$ cat src/logic/flash_pkg.sv
`default_nettype none

package flash_pkg;

    // SPI NOR instruction codes
    typedef enum logic [7:0] {
        OP_RDSR = 8'h05,
        OP_RDID = 8'h9F
    } flash_opcode_e;

    typedef enum logic [1:0] {
        ST_IDLE,
        ST_CMD,
        ST_READ,
        ST_END
    } xfer_state_e;

    parameter int CMD_BITS = 8;
    parameter int ID_BITS  = 24;   // JEDEC manufacturer + device
    parameter int SR_BITS  = 8;

    // Longest frame is 32 rising edges
    parameter int EDGE_W   = 6;

endpackage

`default_nettype wire

$ cat src/logic/sck_timer.sv
`default_nettype none

module sck_timer
    import flash_pkg::*;
#(
    parameter int HALF_CYCLES = 5
) (
    input  logic              sys_clk,
    input  logic              sys_rst_n,
    input  logic              sck_run,
    output logic              spi_sck,
    output logic              shift_stb,
    output logic              sample_stb,
    output logic [EDGE_W-1:0] edge_cnt
);

    localparam int CNT_W = $clog2(HALF_CYCLES);

    logic [CNT_W-1:0] half_cnt;
    logic             half_end;

    assign half_end = (half_cnt == CNT_W'(HALF_CYCLES - 1));

    always_ff @(posedge sys_clk or negedge sys_rst_n) begin
        if (!sys_rst_n) begin
            half_cnt <= '0;
            spi_sck  <= 1'b0;
            edge_cnt <= '0;
        end else if (!sck_run) begin
            half_cnt <= '0;
            spi_sck  <= 1'b0;
            edge_cnt <= '0;
        end else if (half_end) begin
            half_cnt <= '0;
            spi_sck  <= ~spi_sck;
            if (!spi_sck)
                edge_cnt <= edge_cnt + 1'b1;   // Counting rises only
        end else begin
            half_cnt <= half_cnt + 1'b1;
        end
    end

    // First low half of the frame, then every falling edge
    assign shift_stb = sck_run &&
                       ((spi_sck && half_end) ||
                        (!spi_sck && half_cnt == '0 && edge_cnt == '0));

    assign sample_stb = sck_run && !spi_sck && half_end;   // SCK rises at this edge

    a_sck_idle_low: assert property (
        @(posedge sys_clk) disable iff (!sys_rst_n)
        $rose(spi_sck) |-> $past(sck_run)
    );

endmodule

`default_nettype wire

$ cat src/logic/xfer_fsm.sv
`default_nettype none

module xfer_fsm
    import flash_pkg::*;
(
    input  logic              sys_clk,
    input  logic              sys_rst_n,
    input  logic              start,
    input  logic              cmd_sel,
    input  logic              sample_stb,
    input  logic              shift_stb,
    input  logic [EDGE_W-1:0] edge_cnt,
    output logic              spi_cs_n,
    output logic              busy,
    output logic              done,
    output logic              sck_run,
    output logic              load,
    output logic              capture,
    output flash_opcode_e     opcode
);

    xfer_state_e       state;
    flash_opcode_e     opcode_q;
    flash_opcode_e     next_op;
    logic [EDGE_W-1:0] frame_edges;

    assign next_op = cmd_sel ? OP_RDSR : OP_RDID;

    // Shifter sees the new opcode while idle so load can fill it
    assign opcode = (state == ST_IDLE) ? next_op : opcode_q;

    assign frame_edges = (opcode_q == OP_RDID) ? EDGE_W'(CMD_BITS + ID_BITS)
                                               : EDGE_W'(CMD_BITS + SR_BITS);

    assign busy    = (state != ST_IDLE);
    assign load    = start && (state == ST_IDLE);   // Busy starts are dropped
    assign capture = (state == ST_END) && shift_stb;

    always_ff @(posedge sys_clk or negedge sys_rst_n) begin
        if (!sys_rst_n) begin
            state    <= ST_IDLE;
            opcode_q <= OP_RDID;
            spi_cs_n <= 1'b1;
            sck_run  <= 1'b0;
            done     <= 1'b0;
        end else begin
            done <= 1'b0;
            case (state)
                ST_IDLE: begin
                    if (start) begin
                        state    <= ST_CMD;
                        opcode_q <= next_op;
                        spi_cs_n <= 1'b0;
                        sck_run  <= 1'b1;
                    end
                end
                ST_CMD: begin
                    if (edge_cnt == EDGE_W'(CMD_BITS))
                        state <= ST_READ;
                end
                ST_READ: begin
                    // Last rising edge of the frame
                    if (sample_stb && edge_cnt == frame_edges - 1'b1)
                        state <= ST_END;
                end
                ST_END: begin
                    if (shift_stb) begin   // SCK falls here
                        state    <= ST_IDLE;
                        spi_cs_n <= 1'b1;
                        sck_run  <= 1'b0;
                        done     <= 1'b1;
                    end
                end
                default: state <= ST_IDLE;
            endcase
        end
    end

    // done only closes a frame that was running
    a_done_after_frame: assert property (
        @(posedge sys_clk) disable iff (!sys_rst_n)
        done |-> spi_cs_n && $past(!spi_cs_n)
    );

    a_run_while_busy: assert property (
        @(posedge sys_clk) disable iff (!sys_rst_n)
        sck_run |-> busy
    );

endmodule

`default_nettype wire

$ cat src/logic/spi_shifter.sv
`default_nettype none

module spi_shifter
    import flash_pkg::*;
(
    input  logic          sys_clk,
    input  logic          sys_rst_n,
    input  logic          load,
    input  flash_opcode_e opcode,
    input  logic          shift_stb,
    input  logic          sample_stb,
    input  logic          spi_miso,
    output logic          spi_mosi,
    output logic [23:0]   rx_data
);

    // One strobe past the opcode marks the read phase
    localparam logic [3:0] READ_PHASE = 4'(CMD_BITS + 1);

    logic [7:0] tx_byte;
    logic [3:0] tx_cnt;

    always_ff @(posedge sys_clk or negedge sys_rst_n) begin
        if (!sys_rst_n) begin
            tx_cnt   <= '0;
            spi_mosi <= 1'b1;
        end else if (load) begin
            tx_cnt <= '0;
        end else if (shift_stb) begin
            if (tx_cnt < 4'(CMD_BITS)) begin
                spi_mosi <= tx_byte[7];   // MSB first
                tx_cnt   <= tx_cnt + 1'b1;
            end else begin
                spi_mosi <= 1'b1;
                tx_cnt   <= READ_PHASE;
            end
        end
    end

    always_ff @(posedge sys_clk) begin
        if (load)
            tx_byte <= opcode;
        else if (shift_stb)
            tx_byte <= {tx_byte[6:0], 1'b1};
    end

    always_ff @(posedge sys_clk) begin
        if (load)
            rx_data <= '0;
        else if (sample_stb && tx_cnt == READ_PHASE)
            rx_data <= {rx_data[22:0], spi_miso};   // First bit ends at MSB
    end

endmodule

`default_nettype wire

$ cat src/logic/id_result.sv
`default_nettype none

module id_result
    import flash_pkg::*;
#(
    parameter logic [23:0] EXPECTED_ID = 24'h202015
) (
    input  logic          sys_clk,
    input  logic          sys_rst_n,
    input  logic          capture,
    input  flash_opcode_e opcode,
    input  logic [23:0]   rx_data,
    output logic [23:0]   flash_id,
    output logic [7:0]    status,
    output logic          id_valid
);

    always_ff @(posedge sys_clk or negedge sys_rst_n) begin
        if (!sys_rst_n) begin
            flash_id <= '0;
            status   <= '0;
            id_valid <= 1'b0;
        end else begin
            id_valid <= 1'b0;
            if (capture && opcode == OP_RDID) begin
                flash_id <= rx_data;
                id_valid <= (rx_data == EXPECTED_ID);
            end
            if (capture && opcode == OP_RDSR)
                status <= rx_data[SR_BITS-1:0];   // Only 8 bits shifted in
        end
    end

    a_valid_on_capture: assert property (
        @(posedge sys_clk) disable iff (!sys_rst_n)
        $rose(id_valid) |-> $past(capture)
    );

endmodule

`default_nettype wire

$ cat src/logic/spi_flash_reader.sv
`default_nettype none

module spi_flash_reader
    import flash_pkg::*;
#(
    parameter int          HALF_CYCLES = 5,
    parameter logic [23:0] EXPECTED_ID = 24'h202015
) (
    input  logic        sys_clk,
    input  logic        sys_rst_n,
    input  logic        start,
    input  logic        cmd_sel,     // 0 RDID, 1 RDSR
    input  logic        spi_miso,
    output logic        spi_sck,
    output logic        spi_cs_n,
    output logic        spi_mosi,
    output logic        busy,
    output logic        done,
    output logic [23:0] flash_id,
    output logic [7:0]  status,
    output logic        id_valid
);

    logic              sck_run;
    logic              shift_stb;
    logic              sample_stb;
    logic [EDGE_W-1:0] edge_cnt;
    logic              load;
    logic              capture;
    flash_opcode_e     opcode;
    logic [23:0]       rx_data;

    sck_timer #(
        .HALF_CYCLES(HALF_CYCLES)
    ) i_sck_timer (
        .sys_clk   (sys_clk),
        .sys_rst_n (sys_rst_n),
        .sck_run   (sck_run),
        .spi_sck   (spi_sck),
        .shift_stb (shift_stb),
        .sample_stb(sample_stb),
        .edge_cnt  (edge_cnt)
    );

    xfer_fsm i_xfer_fsm (
        .sys_clk   (sys_clk),
        .sys_rst_n (sys_rst_n),
        .start     (start),
        .cmd_sel   (cmd_sel),
        .sample_stb(sample_stb),
        .shift_stb (shift_stb),
        .edge_cnt  (edge_cnt),
        .spi_cs_n  (spi_cs_n),
        .busy      (busy),
        .done      (done),
        .sck_run   (sck_run),
        .load      (load),
        .capture   (capture),
        .opcode    (opcode)
    );

    spi_shifter i_spi_shifter (
        .sys_clk   (sys_clk),
        .sys_rst_n (sys_rst_n),
        .load      (load),
        .opcode    (opcode),
        .shift_stb (shift_stb),
        .sample_stb(sample_stb),
        .spi_miso  (spi_miso),
        .spi_mosi  (spi_mosi),
        .rx_data   (rx_data)
    );

    id_result #(
        .EXPECTED_ID(EXPECTED_ID)
    ) i_id_result (
        .sys_clk  (sys_clk),
        .sys_rst_n(sys_rst_n),
        .capture  (capture),
        .opcode   (opcode),
        .rx_data  (rx_data),
        .flash_id (flash_id),
        .status   (status),
        .id_valid (id_valid)
    );

endmodule

`default_nettype wire

$ cat config.mk
export PLATFORM = sky130hd
export DESIGN_NAME = spi_flash_reader
export DESIGN_NICKNAME = d
export VERILOG_FILES = /design/src/logic/flash_pkg.sv /design/src/logic/sck_timer.sv /design/src/logic/xfer_fsm.sv /design/src/logic/spi_shifter.sv /design/src/logic/id_result.sv /design/src/logic/spi_flash_reader.sv
export SDC_FILE = /design/constraint.sdc
export NUM_CORES = 1
export LEC_CHECK = 0
export ABC_AREA = 1
export BUFFER_PORTS_ARGS = -buffer_cell sky130_fd_sc_hd__buf_2
export CAP_MARGIN = 10
export CELL_PAD_IN_SITES_DETAIL_PLACEMENT = 0
export CELL_PAD_IN_SITES_GLOBAL_PLACEMENT = 2
export CORE_MARGIN = 5
export CORE_UTILIZATION = 31
export CTS_CLUSTER_SIZE = 16
export DETAILED_ROUTE_END_ITERATION = 7
export GPL_TIMING_DRIVEN = 0
export PLACE_DENSITY = 0.8
export SLEW_MARGIN = 10
export SYNTH_ARGS = -nofsm -noshare
export SYNTH_HDL_FRONTEND = slang
export SYNTH_HIERARCHICAL = 1
export SYNTH_SLANG_ARGS = --single-unit
$ cat constraint.sdc
create_clock -name sys_clk -period 2.02 [get_ports sys_clk]
set_clock_uncertainty 0.15 [all_clocks]
set_input_delay 0.202 -clock sys_clk [delete_from_list [all_inputs] [get_ports sys_clk]]
set_output_delay 0.202 -clock sys_clk [all_outputs]
set_load 0.05 [all_outputs]
After elaboration in Yosys (flattened, before gate mapping)

Index checks and enable logic that the tools add are counted.

Bits in registers: 93
Input bits: 5
Word-level logic and storage cells: 94

Add/sub/neg operators: 4
Order comparisons: 1
Equal/unequal tests: 17
Muxes and demuxes: 30
Bitwise logic cells: 2
Reduce and logical (&&, ||, !) cells: 25

Operators with widths:

| operator             | count |
|---|---|
| $mux 8               | 4 |
| $eq 24x22->1 const B | 1 |
| $mux 6               | 4 |
| $eq 8x8->1 const B   | 2 |
| $logic_and 1x1->1    | 12 |
| $mux 4               | 3 |
| $mux 1               | 10 |
| $eq 8x3->1 const B   | 1 |
| $mux 2               | 4 |
| $pmux 2 s4           | 1 |
| $add 6x1->6 const B  | 1 |
| $eq 6x4->1 const B   | 1 |
| $eq 6x6->1           | 1 |
| $logic_not 6->1      | 1 |
| $mux 3               | 2 |
| $ne 2x1->1 const B   | 3 |
| $ne 2x2->1 const B   | 3 |
| $reduce_and 2->1     | 3 |
| $reduce_bool 2->1    | 3 |
| $sub 6x1->6 const B  | 1 |
| $add 4x1->4 const B  | 1 |
| $eq 2x2->1 const B   | 2 |
| $eq 4x4->1 const B   | 1 |
| $lt 4x4->1 const B   | 1 |
| 11 further kinds     | 13 |

Longest topological paths before layout

Word-level depth: 8
Depth in mapped cells: 15

Cells and area by module

Netlist, hierarchy kept.

Modules (own cells, without submodules):

| module      | instances | cells an instance | area each (um^2) | sequential area each (um^2) |
|---|---|---|---|---|
| spi_shifter | 1         | 217               | 1645.3           | 847.1 |
| id_result   | 1         | 174               | 1466.4           | 825.8 |
| sck_timer   | 1         | 64                | 560.5            | 250.2 |
| xfer_fsm    | 1         | 64                | 476.7            | 152.6 |

Worst setup path before layout

No wires, ideal clock.

Path kind: flip-flop to flip-flop
Start point: reg i_xfer_fsm.state[0]
End point: reg i_id_result.flash_id[12]
Setup time: 0.122 ns
Data arrival time: 2.204 ns
Required time: 1.748 ns
Setup slack: -0.456 ns
Stages on the path, launching flop included: 13
Buffers on the path: 3
Clock period less this slack: 2.476 ns
Cell sequence: dfrtp_1 inv_1 ha_1 inv_1 o21ai_0 buf_4 inv_1 nor2_2 nand3_2 buf_6 buf_6 nand2_1 o21ai_1

Cells in the longest elaborated chain, start to end: 4

RTL lines:

| item                   | line                   | RTL |
|---|---|---|
| start, declared        | xfer_fsm.sv:22         | `xfer_state_e state;` |
| start signal, assigned | xfer_fsm.sv:41         | `state <= ST_IDLE;` |
| start signal, assigned | xfer_fsm.sv:51         | `state <= ST_CMD;` |
| start signal, assigned | xfer_fsm.sv:59         | `state <= ST_READ;` |
| $logic_not 2->1        | xfer_fsm.sv:30         | `assign opcode = (state == ST_IDLE) ? next_op : opcode_q;` |
| $mux 8                 | xfer_fsm.sv:30         |  |
| net opcode[1]          | spi_flash_reader.sv:30 | `flash_opcode_e opcode;` |
| $eq 8x8->1             | id_result.sv:25        | `if (capture && opcode == OP_RDID) begin` |
| $logic_and 1x1->1      | id_result.sv:25        |  |
| end signal, assigned   | id_result.sv:26        | `flash_id <= rx_data;` |
| end, declared          | id_result.sv:13        | `output logic [23:0] flash_id,` |

The timed path passes the listed nets, and every way through them passes these cells.
A chain may end at the register's enable or synchronous reset.

Final worst setup path

Start point: reg i_xfer_fsm.state[1]
End point: reg i_id_result.flash_id[22]

The elaborated chain is that of the path after synthesis.

==> results.txt <==
----------------------------------------------------
[Power]
  Internal Power ... 3920 uW
  Clock group share of total power ... around 28%
  Power per unit of standard cell area ... 1120 nW/um^2
  Leakage ... about 0.0025 uW
  Switch Pwr ... around 2100 uW
  Worst-case vdd ir drop ... ~0.0007 V
  Comb pwr share ... between 30% and 40%
  Sequential power share ... between 30% and 40%
  Switching power share of the total ... between 30% and 40%

[GRT]
  Met2 track demand over resource ... between 20% and 30%
  Remaining Overflow, GRT ... 0
  Most Crowded Layer GR ... met2
  Vias in the first global route ... between 3000 and 4000
  First-pass GRT wire length ... approximately 16 mm
  Largest net degree at the start of global routing ... 55
  Met3 track demand over resource in global routing ... 3.64%
  GR Util met1 ... 15.6%
  All-layer global routing usage ... 12.6%
  Number of antenna violations at the first check in global routing ... 0

[CTS]
  CTS root buffer ... clkbuf_16
  H-tree depth reported by CTS ... 3
  Clock-pin slew on the worst setup and hold paths ... approximately 0.060 ns
  Total clock buffers created by CTS ... 9
  TritonCTS clock tree ... done
  Worst-skew pair later-pin latency ... 0.34 ns
  TritonCTS sink count ... between 80 and 90
  Buffer depth of the longest clock path ... 2

[Routing]
  Number of search-and-repair iterations in the first detailed-routing pass ... 4
  Total wire length after detailed routing ... slightly above 9 mm
  Via count ... ~3300
  Violation count after the first detailed-route iteration ... around 130
  Number of nets still failing antenna checks after routing ... 0
  Residual DRC count ... 0
  Wirelength per Cell ... between 10 and 15 um
  DR vias/cell ... roughly 4.2

[Critical path]
  Critical setup path kind ... register to register
  Reg2Reg Launch Point ... i_xfer_fsm/state[1]$_DFFE_PN0P_
  Critical path's top delay family ... buffers and inverters
  Worst path arrival time ... roughly 2.1 ns
  Largest fanout of any net on the critical path ... 14
  Worst setup slack for register-to-register paths ... -0.05 ns
  Kind of capture point of the worst setup path ... register
  CP cell instances ... inv_2 -> ha_4 -> clkinvlp_4 -> o21ai_4 -> buf_6 -> nand2_4 -> nor2_4 -> nand3_4 -> buf_12 -> nand2_1 -> o21ai_0
  Slowest cell on the critical path ... dfrtp_1
  Critical path required time ... 2.10 ns
  Highest cell delay on the worst timing path ... ~0.4 ns
  Sort of element at the start of the critical path ... register
  Worst Reg2Reg Path Length in Cells ... 11
  Bufs and invs on worst path ... 4
  Worst flop-to-flop path endpoint ... i_id_result/flash_id[22]$_DFFE_PN0P_

[Yosys]
  Area share of the largest cell type after synthesis ... a little under a third
  Fraction of synthesis flops using an asynchronous set or reset pin ... between 60% and 70%
  Number of enable-type register cells in the synthesized netlist ... 8
  Post-synthesis instance total ... 519
  Largest cells by area after synthesis ... dfrtp_1 (31%), dfxtp_1 (12%), nand2_1 (11%), inv_1 (7.1%), nor2_1 (7.1%)
  Number of different library cells in the post-synthesis netlist ... 37
  Cell type contributing the most total cell area after synthesis ... dfrtp_1
  Sequential fraction of the synthesis area ... between 50% and 60%
  Most frequently used cell type in the post-synthesis netlist ... nand2_1
  Most used flip-flop cell after synthesis ... dfrtp_1
  Count of yosys warnings during synthesis ... 6
  Commonest cells in the netlist ... nand2_1 (125), inv_1 (79), nor2_1 (79), dfrtp_1 (51), nand3_1 (44)
  Average footprint of a synthesized cell ... 7.99 sq um
  #FFs+latches synth ... 86
  Cell Area, Synth ... 4150 sq um

[Min path]
  Worst min-delay path class ... input port to register
  Origin of the worst min-delay path ... spi_miso
  Worst-case hold path end point ... i_spi_shifter/rx_data[0]$_SDFFE_PP0P_
  Worst Hold Path Cells ... 5

[Placed design]
  Number of buffer cells added on primary ports ... 42
  Weighted congestion reported at the end of routability-driven placement ... approximately 0.75
  Placed wire-length estimate ... about 6.4 mm
  Post-detailed-placement cell area ... 4640 sq um

[Timing]
  Unrepaired setup endpoints after global routing ... yes
  Slew at the pin closest to its max-slew limit ... slightly above 0.7 ns
  Final sum of negative setup slack ... -0.834 ns
  Max Clk Rate ... 484 MHz
  Worst-case setup margin in the final layout ... -0.0469 ns
  Hold Worst Slack ... around 0.053 ns
  Hold violation count in the final report ... 0
  Max-slew headroom at the worst pin ... 51.7%
  Clock period minus worst slack ... between 2 and 2.5 ns
  Final cycle utilization of the critical path ... 102%
  Setup violations, final ... 32
  Count of final max-slew check failures ... 0

[Floorplanning]
  Die boundary height ... 126 um
  Number of top-level pins ... 43
  Die outline area ... around 16000 sq um
  Site Rows ... 42
  Die boundary width ... ~130 um
  Floorplan core area ... 13200 sq um
  Initial core utilization ... 31.5%

[Finish]
  Share of final-layout standard cells stronger than drive strength 1 ... around 28%
  Layout Area Growth over Synthesis ... 28.5%
  Nets ... 616
  Filler cells ... 1375
  Post-Layout Inst Area ... around 5300 sq um
  Diodes inserted ... 0

[Flow run]
  Max-cap violation count ... 0

[Outcome]
  Failing checks ... setup timing
  Outcome ... complete, but fails checks

----------------------------------------------------
how the worst max path moves through the flow:
| stage | start | to | slack (ns) | depth (start not counted) |
|---|---|---|---|---|
| 2_1_floorplan | i_xfer_fsm/state[1]$_DFFE_PN0P_ | i_id_result/flash_id[12]$_DFFE_PN0P_ | -0.22 | 12 |
| 3_3_place_gp | i_sck_timer/half_cnt[0]$_DFF_PN0_ | i_id_result/flash_id[3]$_DFFE_PN0P_ | -0.52 | 11 |
| 3_5_place_dp | i_sck_timer/half_cnt[0]$_DFF_PN0_ | i_id_result/flash_id[3]$_DFFE_PN0P_ | -0.56 | 11 |
| 4_1_cts | i_xfer_fsm/state[0]$_DFFE_PN0P_ | i_id_result/flash_id[17]$_DFFE_PN0P_ | -0.06 | 11 |
| 5_1_grt | i_sck_timer/spi_sck$_DFFE_PN0P_ | i_id_result/flash_id[4]$_DFFE_PN0P_ | -0.20 | 10 |
| 6_report | i_xfer_fsm/state[1]$_DFFE_PN0P_ | i_id_result/flash_id[22]$_DFFE_PN0P_ | -0.05 | 11 |
power groups by stage:
stage | clock (uW) | combinational (uW) | sequential, uW
final | 1670 | 2130 | 2190
after CTS | 1730 | 1980 | 2190
after global routing | 1800 | 2390 | 2220
after detailed placement | 0 | 1630 | 2250
after global placement | 0 | 1600 | 2240
after floorplan | 0 | 1200 | 2310
cell type report:
class | instances | area [sq um] | share of cell area [%]
well taps | 176 | 220 | 4.13
inverters | 82 | 315 | 5.92
plain buffers | 21 | 200 | 3.76
clock buffers | 12 | 246 | 4.62
multi-input cells | 331 | 1770 | 33.3
flip-flops and latches | 86 | 2080 | 39.1
clock inverters | 4 | 46.3 | 0.869
repair buffers | 69 | 447 | 8.38
metrics by stage:
step / power (uW) / util [%] / setup WS [ns] / instances
final: 5990 / 40.4 / -0.0469 / 781
after global routing: 6410 / 40.4 / -0.204 / 781
after CTS: 5900 / 39.2 / -0.0594 / 774
after detailed placement: 3880 / 35.1 / -0.559 / 739
after global placement: 3840 / 35.1 / -0.517 / 739
after floorplan: 3510 / - / -0.225 / 521
metal layers:
layer | part of all wire [%] | vias to the layer above
li1 | - | 1745
met1 | 46 | 1524
met2 | 48 | 33
met3 | 4.0 | 12
met4 | 1.9 | 0
met5 | 0 | -
repair_timing:
action                                  CTS  global route
gates cloned                              1             0
setup buffers                            16             7
endpoints found under the setup margin   68            67
hold buffers                              3             0
endpoints found under the hold margin    52             0
gates resized for setup                  24            40
pin swaps                                 6             7
worst register-to-register path: cells and delay by family (launching register included):
kind	cells	cell delay (ns)
buffers and inverters	4	0.58
DFF	1	0.40
and+or+nand+nor	4	0.35
AOI/OAI and AO/OA	2	0.32
adders and majority gates	1	0.16
flip-flops by register name, indices dropped and copies added, names as in the netlist:
register	count
i_xfer_fsm/opcode_q	1
i_id_result/status	8
i_xfer_fsm/state	2
i_sck_timer/edge_cnt	6
i_id_result/flash_id	24
i_id_result/id_valid	1
i_spi_shifter/spi_mosi	1
i_spi_shifter/tx_cnt	4
i_xfer_fsm/done	1
i_spi_shifter/rx_data	24
i_spi_shifter/tx_byte	8
i_xfer_fsm/sck_run	1
i_sck_timer/half_cnt	3
i_sck_timer/spi_sck	1
i_xfer_fsm/spi_cs_n	1
kinds of logic after synthesis:
family | Yosys count | share of synthesized area [%]
flops | 86 | 50.0
other cells | 2 | 0.181
simple gates | 269 | 28.0
buf+inv | 104 | 11.4
fa+ha+maj | 11 | 3.32
xor+xnor | 3 | 0.633
compound gates | 44 | 6.45
cells in the final DEF, fill, tap and decap left out, types with 19 or more instances in the layout:
cell       n
dfxtp_1   24
nor2_1    76
dfrtp_1   46
buf_4     30
o21ai_0   19
nand2_1  111
inv_1     69
buf_2     44
nand3_1   43
No activity file was read; power rests on OpenSTA's default activity.
